===== config.mk =====
export PLATFORM = sky130hd
export DESIGN_NAME = scaler_top
export DESIGN_NICKNAME = d
export VERILOG_FILES = /design/src/hw/scaler_pkg.sv /design/src/hw/coord_if.sv /design/src/hw/scan_ctrl.sv /design/src/hw/coord_map.sv /design/src/hw/bank_fetch.sv /design/src/hw/weight_calc.sv /design/src/hw/blend.sv /design/src/hw/scaler_top.sv
export SDC_FILE = /design/constraint.sdc
export NUM_CORES = 2
export LEC_CHECK = 0
export ABC_AREA = 1
export BUFFER_PORTS_ARGS = -buffer_cell sky130_fd_sc_hd__buf_2
export CELL_PAD_IN_SITES_DETAIL_PLACEMENT = 2
export CELL_PAD_IN_SITES_GLOBAL_PLACEMENT = 2
export CORE_AREA = 2 2 404 446
export CTS_CLUSTER_SIZE = 8
export DETAILED_ROUTE_END_ITERATION = 6
export DIE_AREA = 0 0 406 448
export GPL_ROUTABILITY_DRIVEN = 0
export GPL_TIMING_DRIVEN = 0
export PLACE_DENSITY_LB_ADDON = 0.1
export SETUP_SLACK_MARGIN = 0.5
export SLEW_MARGIN = 20
export SYNTH_ARGS = -nofsm -noshare
export SYNTH_HDL_FRONTEND = slang
export SYNTH_SLANG_ARGS = --single-unit
export TNS_END_PERCENT = 5

===== constraint.sdc =====
create_clock -name clk -period 6.52 [get_ports clk]
set_clock_uncertainty 0.1 [all_clocks]
set_input_delay 0.652 -clock clk [delete_from_list [all_inputs] [get_ports clk]]
set_output_delay 0.652 -clock clk [all_outputs]
set_load 0.02 [all_outputs]

===== src/hw/scaler_pkg.sv =====
package scaler_pkg;

	localparam int FRAC_BITS = 8;                      // fraction bits of a scale factor
	localparam int SRC_ROWS  = 8;
	localparam int SRC_COLS  = 8;
	localparam int TGT_ROWS  = 12;
	localparam int TGT_COLS  = 12;
	localparam int BANK_COLS = SRC_COLS / 2;           // words per bank row
	localparam int TGT_PIXELS = TGT_ROWS * TGT_COLS;
	localparam int FRAC_ONE  = 1 << (FRAC_BITS + 1);   // one source pixel in half steps

	typedef logic [7:0]  pixel_t;
	typedef logic [15:0] scale_t;                      // src size / tgt size, FRAC_BITS frac
	typedef logic [15:0] index_t;
	typedef logic [15:0] coord_t;
	typedef logic [FRAC_BITS:0] frac_t;

	// one extra bit so that a full weight of FRAC_ONE squared still fits
	typedef logic [2*FRAC_BITS+2:0] weight_t;

	typedef logic [15:0] addr_t;

	typedef enum logic [1:0]
	{
		ST_IDLE  = 2'b00,
		ST_ARMED = 2'b01,
		ST_RUN   = 2'b11
	} scan_state_e;

endpackage


===== src/hw/coord_if.sv =====
`timescale 1ns/1ps

interface coord_if import scaler_pkg::*; ();

	logic   valid;
	coord_t row_int;   // top-left source row
	coord_t col_int;   // top-left source column
	frac_t  row_frac;
	frac_t  col_frac;

	modport src
	(
		output valid, row_int, col_int, row_frac, col_frac
	);

	modport dst
	(
		input valid, row_int, col_int, row_frac, col_frac
	);

endinterface


===== src/hw/scan_ctrl.sv =====
`timescale 1ns/1ps

module scan_ctrl import scaler_pkg::*; (
	input  logic   clk,
	input  logic   rst,
	input  logic   start,
	input  logic   src_ready,
	input  logic   pix_valid,
	output logic   idx_valid,
	output index_t row_idx,
	output index_t col_idx,
	output logic   done
);

	scan_state_e state;
	logic        start_q;
	logic        start_rise;
	logic        issue_done;    // all target indices sent
	index_t      row_cnt;
	index_t      col_cnt;
	index_t      pix_cnt;
	logic        last_idx;
	logic        last_pix;

	assign start_rise = start & ~start_q;
	assign last_idx   = (row_cnt == TGT_ROWS - 1) && (col_cnt == TGT_COLS - 1);
	assign last_pix   = pix_valid && (pix_cnt == TGT_PIXELS - 1);

	always_ff @(posedge clk)
	begin
		if (rst)
		begin
			state      <= ST_IDLE;
			start_q    <= 1'b0;
			issue_done <= 1'b0;
			row_cnt    <= '0;
			col_cnt    <= '0;
			pix_cnt    <= '0;
			idx_valid  <= 1'b0;
			done       <= 1'b0;
		end
		else
		begin
			start_q   <= start;
			idx_valid <= 1'b0;
			done      <= 1'b0;
			case (state)
				ST_IDLE:
					if (start_rise)
						state <= ST_ARMED;
				ST_ARMED:
					if (src_ready)
						state <= ST_RUN;
				ST_RUN:
				begin
					if (!issue_done)
					begin
						idx_valid <= 1'b1;
						if (col_cnt == TGT_COLS - 1)   // wrap into next row
						begin
							col_cnt <= '0;
							row_cnt <= row_cnt + 1'b1;
						end
						else
							col_cnt <= col_cnt + 1'b1;
						if (last_idx)
							issue_done <= 1'b1;
					end
					if (pix_valid)
						pix_cnt <= pix_cnt + 1'b1;
					if (last_pix)   // frame drained, back to idle
					begin
						done       <= 1'b1;
						state      <= ST_IDLE;
						issue_done <= 1'b0;
						row_cnt    <= '0;
						col_cnt    <= '0;
						pix_cnt    <= '0;
					end
				end
				default:
					state <= ST_IDLE;
			endcase
		end
	end

	always_ff @(posedge clk)
	begin
		if (state == ST_RUN && !issue_done)
		begin
			row_idx <= row_cnt;
			col_idx <= col_cnt;
		end
	end

endmodule


===== src/hw/coord_map.sv =====
`timescale 1ns/1ps

module coord_map import scaler_pkg::*; (
	input  logic   clk,
	input  logic   rst,
	input  logic   idx_valid,
	input  index_t row_idx,
	input  index_t col_idx,
	input  scale_t scale_x,   // column step
	input  scale_t scale_y,   // row step
	coord_if.src   coord
);

	logic valid_a;
	int   pos_row;   // centre position in half steps, may be negative
	int   pos_col;

	function automatic coord_t to_int(int pos, int last);
		int i;
		i = (pos < 0) ? 0 : (pos >>> (FRAC_BITS + 1));
		return coord_t'((i > last) ? last : i);
	endfunction

	function automatic frac_t to_frac(int pos);
		return (pos < 0) ? '0 : frac_t'(pos);
	endfunction

	always_ff @(posedge clk)
	begin
		if (rst)
		begin
			valid_a     <= 1'b0;
			coord.valid <= 1'b0;
		end
		else
		begin
			valid_a     <= idx_valid;
			coord.valid <= valid_a;
		end
	end

	always_ff @(posedge clk)
	begin
		// (2i+1)*scale - half a pixel
		pos_row <= int'(2 * row_idx + 1) * int'(scale_y) - (1 << FRAC_BITS);
		pos_col <= int'(2 * col_idx + 1) * int'(scale_x) - (1 << FRAC_BITS);

		coord.row_int  <= to_int(pos_row, SRC_ROWS - 1);
		coord.col_int  <= to_int(pos_col, SRC_COLS - 1);
		coord.row_frac <= to_frac(pos_row);
		coord.col_frac <= to_frac(pos_col);
	end

endmodule


===== src/hw/bank_fetch.sv =====
`timescale 1ns/1ps

module bank_fetch import scaler_pkg::*; (
	input  logic   clk,
	input  logic   rst,
	coord_if.dst   coord,
	input  pixel_t bank_q0,
	input  pixel_t bank_q1,
	input  pixel_t bank_q2,
	input  pixel_t bank_q3,
	output logic   bank_rd,
	output addr_t  bank_addr0,
	output addr_t  bank_addr1,
	output addr_t  bank_addr2,
	output addr_t  bank_addr3,
	output logic   corner_valid,
	output pixel_t tl,
	output pixel_t tr,
	output pixel_t bl,
	output pixel_t br
);

	logic   row_edge, col_edge;
	coord_t row_nb, col_nb;       // lower / right neighbours
	logic   row_par_a, col_par_a, row_edge_a, col_edge_a;
	logic   row_par_b, col_par_b, row_edge_b, col_edge_b;
	logic   row_nb_par, col_nb_par;
	pixel_t bank_q [4];

	function automatic addr_t word_addr(coord_t row, coord_t col);
		return addr_t'((row >> 1) * BANK_COLS + (col >> 1));
	endfunction

	// of the two candidates, the one with the wanted parity
	function automatic coord_t pick(coord_t a, coord_t b, logic par);
		return (a[0] == par) ? a : b;
	endfunction

	assign row_edge = (coord.row_int == SRC_ROWS - 1);
	assign col_edge = (coord.col_int == SRC_COLS - 1);
	assign row_nb   = row_edge ? coord.row_int : coord.row_int + 1'b1;
	assign col_nb   = col_edge ? coord.col_int : coord.col_int + 1'b1;

	always_ff @(posedge clk)
	begin
		if (rst)
		begin
			bank_rd      <= 1'b0;
			corner_valid <= 1'b0;
		end
		else
		begin
			bank_rd      <= coord.valid;
			corner_valid <= bank_rd;   // data back one cycle after the read
		end
	end

	always_ff @(posedge clk)
	begin
		bank_addr0 <= word_addr(pick(coord.row_int, row_nb, 1'b0), pick(coord.col_int, col_nb, 1'b0));
		bank_addr1 <= word_addr(pick(coord.row_int, row_nb, 1'b0), pick(coord.col_int, col_nb, 1'b1));
		bank_addr2 <= word_addr(pick(coord.row_int, row_nb, 1'b1), pick(coord.col_int, col_nb, 1'b0));
		bank_addr3 <= word_addr(pick(coord.row_int, row_nb, 1'b1), pick(coord.col_int, col_nb, 1'b1));
		row_par_a  <= coord.row_int[0];
		col_par_a  <= coord.col_int[0];
		row_edge_a <= row_edge;
		col_edge_a <= col_edge;
		row_par_b  <= row_par_a;
		col_par_b  <= col_par_a;
		row_edge_b <= row_edge_a;
		col_edge_b <= col_edge_a;
	end

	assign bank_q = '{bank_q0, bank_q1, bank_q2, bank_q3};

	// neighbour flips parity unless clamped at the edge
	assign row_nb_par = row_par_b ^ ~row_edge_b;
	assign col_nb_par = col_par_b ^ ~col_edge_b;

	assign tl = bank_q[{row_par_b, col_par_b}];
	assign tr = bank_q[{row_par_b, col_nb_par}];
	assign bl = bank_q[{row_nb_par, col_par_b}];
	assign br = bank_q[{row_nb_par, col_nb_par}];

endmodule


===== src/hw/weight_calc.sv =====
`timescale 1ns/1ps

module weight_calc import scaler_pkg::*; (
	input  logic    clk,
	input  logic    rst,
	coord_if.dst    coord,
	output weight_t w_tl,
	output weight_t w_tr,
	output weight_t w_bl,
	output weight_t w_br
);

	weight_t w_tl_a, w_tr_a, w_bl_a, w_br_a;

	always_ff @(posedge clk)
	begin
		if (rst)
		begin
			w_tl_a <= '0;
			w_tr_a <= '0;
			w_bl_a <= '0;
			w_br_a <= '0;
			w_tl   <= '0;
			w_tr   <= '0;
			w_bl   <= '0;
			w_br   <= '0;
		end
		else
		begin
			if (coord.valid)
			begin
				w_tl_a <= weight_t'((FRAC_ONE - coord.row_frac) * (FRAC_ONE - coord.col_frac));
				w_tr_a <= weight_t'((FRAC_ONE - coord.row_frac) * coord.col_frac);
				w_bl_a <= weight_t'(coord.row_frac * (FRAC_ONE - coord.col_frac));
				w_br_a <= weight_t'(coord.row_frac * coord.col_frac);
			end
			w_tl <= w_tl_a;   // wait for the bank read
			w_tr <= w_tr_a;
			w_bl <= w_bl_a;
			w_br <= w_br_a;
		end
	end

endmodule


===== src/hw/blend.sv =====
`timescale 1ns/1ps

module blend import scaler_pkg::*; (
	input  logic    clk,
	input  logic    rst,
	input  logic    corner_valid,
	input  pixel_t  tl,
	input  pixel_t  tr,
	input  pixel_t  bl,
	input  pixel_t  br,
	input  weight_t w_tl,
	input  weight_t w_tr,
	input  weight_t w_bl,
	input  weight_t w_br,
	output logic    pix_valid,
	output pixel_t  pix
);

	logic                        sum_valid;
	logic [$bits(weight_t)+8:0]  sum_a;   // diagonal pair
	logic [$bits(weight_t)+8:0]  sum_b;   // anti-diagonal pair

	always_ff @(posedge clk)
	begin
		if (rst)
		begin
			sum_valid <= 1'b0;
			pix_valid <= 1'b0;
		end
		else
		begin
			sum_valid <= corner_valid;
			pix_valid <= sum_valid;
		end
	end

	always_ff @(posedge clk)
	begin
		if (corner_valid)
		begin
			sum_a <= w_tl * tl + w_br * br;
			sum_b <= w_tr * tr + w_bl * bl;
		end
		if (sum_valid)
			pix <= pixel_t'((sum_a + sum_b) >> (2 * (FRAC_BITS + 1)));   // drop weight scale
	end

endmodule


===== src/hw/scaler_top.sv =====
`timescale 1ns/1ps

module scaler_top import scaler_pkg::*; (
	input  logic   clk,
	input  logic   rst,
	input  logic   start,
	input  logic   src_ready,
	input  scale_t scale_x,
	input  scale_t scale_y,
	input  pixel_t bank_q0,
	input  pixel_t bank_q1,
	input  pixel_t bank_q2,
	input  pixel_t bank_q3,
	output logic   bank_rd,
	output addr_t  bank_addr0,
	output addr_t  bank_addr1,
	output addr_t  bank_addr2,
	output addr_t  bank_addr3,
	output logic   pix_valid,
	output pixel_t pix,
	output logic   done
);

	logic    idx_valid;
	index_t  row_idx, col_idx;
	logic    corner_valid;
	pixel_t  tl, tr, bl, br;
	weight_t w_tl, w_tr, w_bl, w_br;

	coord_if coord_bus ();

	scan_ctrl u_scan (.clk, .rst, .start, .src_ready, .pix_valid,
		.idx_valid, .row_idx, .col_idx, .done);

	coord_map u_map (.clk, .rst, .idx_valid, .row_idx, .col_idx,
		.scale_x, .scale_y, .coord(coord_bus.src));

	bank_fetch u_fetch (.clk, .rst, .coord(coord_bus.dst),
		.bank_q0, .bank_q1, .bank_q2, .bank_q3,
		.bank_rd, .bank_addr0, .bank_addr1, .bank_addr2, .bank_addr3,
		.corner_valid, .tl, .tr, .bl, .br);

	weight_calc u_weight (.clk, .rst, .coord(coord_bus.dst),
		.w_tl, .w_tr, .w_bl, .w_br);

	blend u_blend (.clk, .rst, .corner_valid, .tl, .tr, .bl, .br,
		.w_tl, .w_tr, .w_bl, .w_br, .pix_valid, .pix);

endmodule


==> flow_metrics.py <==
metrics = {
    "sta": {
        "rsz0062_at_grt": "yes",
        "slew-limit-headroom_pct": 29.16,
        "setup_ws_ns": -0.4043,
        "period_share_pct": 106.2,
        "setup_violations": 27,
        "finalCriticalPeriod_ns": 6.924,
        "fmax_mhz": 144.4,
        "hold_viol_final": 0,
        "maxSlewViolCount": 0,
        "worstMarginPinSlew_ns": 1.051,
    },
    "floorplan": {
        "die_width_um": 406,
        "die_h_um": 448,
        "coreArea_mm2": 0.1770,
        "fp.dieArea_mm2": 0.1819,
        "ios": 143,
        "start_util_pct": 39.79,
        "num_rows": 162,
    },
    "route": {
        "drtAntennaViolNets": 0,
        "drc": 0,
        "drtIter0Drc": 2596,
        "viasPerCell": 5.151,
        "firstDrtPassIters": 5,
        "route.detailed.wl_per_inst_um": 23.24,
        "num_vias": 60624,
        "routed_wl_mm": 273.6,
    },
    "synthesis": {
        "synthFlopType": "dfxtp_1",
        "yosys_register_bits": 478,
        "syn_inst": 9028,
        "synth_cell_type_count": 58,
        "synth-edff-count": 92,
        "synth_warnings": 0,
        "synthArstFlopShare_pct": 0,
        "synthMostInstantiatedCell": "inv_1",
        "synthesis.area_mm2": 0.07041,
        "post_synth.cell_area_avg_um2": 7.799,
        "yosys-top-cells-count": "inv_1, nand2_1, fa_1",
        "synthTopCellsByArea": "fa_1, inv_1, dfxtp_1, nand2_1, ha_1",
        "synth_top_area_share_pct": 33.49,
        "seq_area_frac_synth_pct": 14.90,
        "yosysTopAreaCell": "fa_1",
    },
    "global_route": {
        "grt_pass1_vias": 71070,
        "grt_usage_pct": 29.82,
        "grt_max_degree": 54,
        "grt_pass1_wl_mm": 414.0,
        "antenna_found_initial": 8,
        "gr-total-overflow": 0,
    },
    "final_layout": {
        "areaGrowthSynthToFinish_pct": 12.36,
        "n_fill_cell": 20312,
        "drive_above_1_share_pct": 8.552,
        "fin_area_mm2": 0.07912,
        "nets": 11187,
    },
    "critical_path": {
        "crit_slowest_cell": "fa_1",
        "slowest_delay_ns": 0.53,
        "crit_top_cell": "fa_1",
        "worstPathArrival_ns": 7.35,
        "cp-end-kind": "register",
        "cp_top_family": "adder cells",
        "critPathMaxFanout": 6,
        "crit_buf_inv": 8,
        "critPathLaunchType": "register",
        "critPathRequiredTime_ns": 6.95,
        "setup.worst_path.class": "register to register",
    },
    "run": {
        "drv_cap": 0,
    },
    "clock_network": {
        "cts_buffers": 73,
        "cts_sinks": 478,
        "clkSlewWorstSetupHoldPaths_ns": 0.05,
        "cts.path.max_buffers": 3,
        "h-tree-depth": 3,
        "cts_root_buf": "clkbuf_16",
        "cts_tree": "done",
        "clk_latency_ns": 0.70,
    },
    "status": {
        "status": "complete, but fails checks",
        "violations": "setup timing",
    },
    "placement": {
        "dp_hpwl_mm": 222.1,
        "dpl_cell_area_mm2": 0.07423,
        "dp_worst_setup_slack_ns": -1.509,
        "port_buffers": 140,
    },
    "hold_path": {
        "hold_path_class": "input port to register",
    },
}
[cell families after synthesis]
group / share of synthesized area [%]
multiplexers: 0.08530
other: 0.005326
XOR/XNOR: 2.619
buffers and inverters: 14.41
AO/OA/AOI/OAI: 5.251
adder cells (fa/ha/maj): 43.89
flip-flops: 14.90
AND/OR/NAND/NOR: 18.85
[registers in the layout, indices dropped and copies added (netlist names), 17 cells and up]
| name | count |
|---|---|
| u_blend.sum_a | 26 |
| u_blend.sum_b | 26 |
| u_weight.w_tl_a | 18 |
| u_weight.w_tl | 18 |
| u_weight.w_tr_a | 18 |
| u_weight.w_bl | 19 |
| u_weight.w_br | 17 |
| u_weight.w_bl_a | 19 |
| u_weight.w_tr | 18 |
| u_map.pos_col | 32 |
| u_weight.w_br_a | 17 |
| u_map.pos_row | 32 |
[area by class of cell]
class,count,area [um^2],area share [%]
diodes,2,5.005,0.006326
plain buffers,300,1619,2.046
clock buffers,95,1929,2.439
clock inverters,14,230.2,0.2910
inverters,2352,8927,11.28
multi-input cells,5923,51360,64.91
flip-flops and latches,478,10510,13.28
well taps,2378,2975,3.761
repair buffers,228,1569,1.983
[stage by stage]
| step | utilization (%) | hold slack, ns | instances | setup TNS (ns) |
|---|---|---|---|---|
| finish | 44.71 | 0.04789 | 11770 | -5.717 |
| global route | 44.71 | 0.04131 | 11769 | -10.66 |
| CTS | 44.44 | 0.009900 | 11756 | 0 |
| detailed placement | 41.95 | 0.2172 | 11573 | -58.83 |
| global placement | 41.92 | 0.2144 | 11571 | -44.58 |
| floorplan | - | 0.2096 | 9053 | 0 |
[path summary, 6_finish.rpt]
check,endpoint,depth (start not counted),start,slack [ns]
max,u_blend.sum_a[21],27,u_fetch.col_edge_b,-0.40
min,u_map.pos_col[0],1,scale_x[0],0.05
max reg2reg,u_blend.sum_a[21],27,u_fetch.col_edge_b,-0.40
min reg2reg,u_fetch.row_par_b,0,u_fetch.row_par_a,0.23
[layer usage]
layer	track usage (%)	share of wire (%)
met4	13.08	5.2
met3	2.548	2.9
met2	56.13	53
met1	34.20	39
met5	0	0.017
[placed cells by master (no fill, tap or decap), drive strengths merged, types with 25 or more instances in the layout]
cell type and n:
inv 2341, xnor2 67, o21ai 231, buf 335
a21oi 291, nand2 1981, fa 1178, nor2 758
ha 585, clkbuf 287, conb 26, nand3 271
edfxtp 92, xor2 138, dfxtp 386, a21o 38
nor3 80, nand4 102, o21bai 25
[timing repair]
item | CTS | global route
hold endpoints to repair | 1 | 0
hold buffers | 1 | 0
gates resized for setup | 430 | 138
buffers inserted | 70 | 12
pin swaps | 68 | 51
setup endpoints to repair | 123 | 95
cloned | 3 | 0
Power is left out: the tool's default activity adds up to more than one toggle a clock period on the data nets, which glitch-free logic cannot reach.
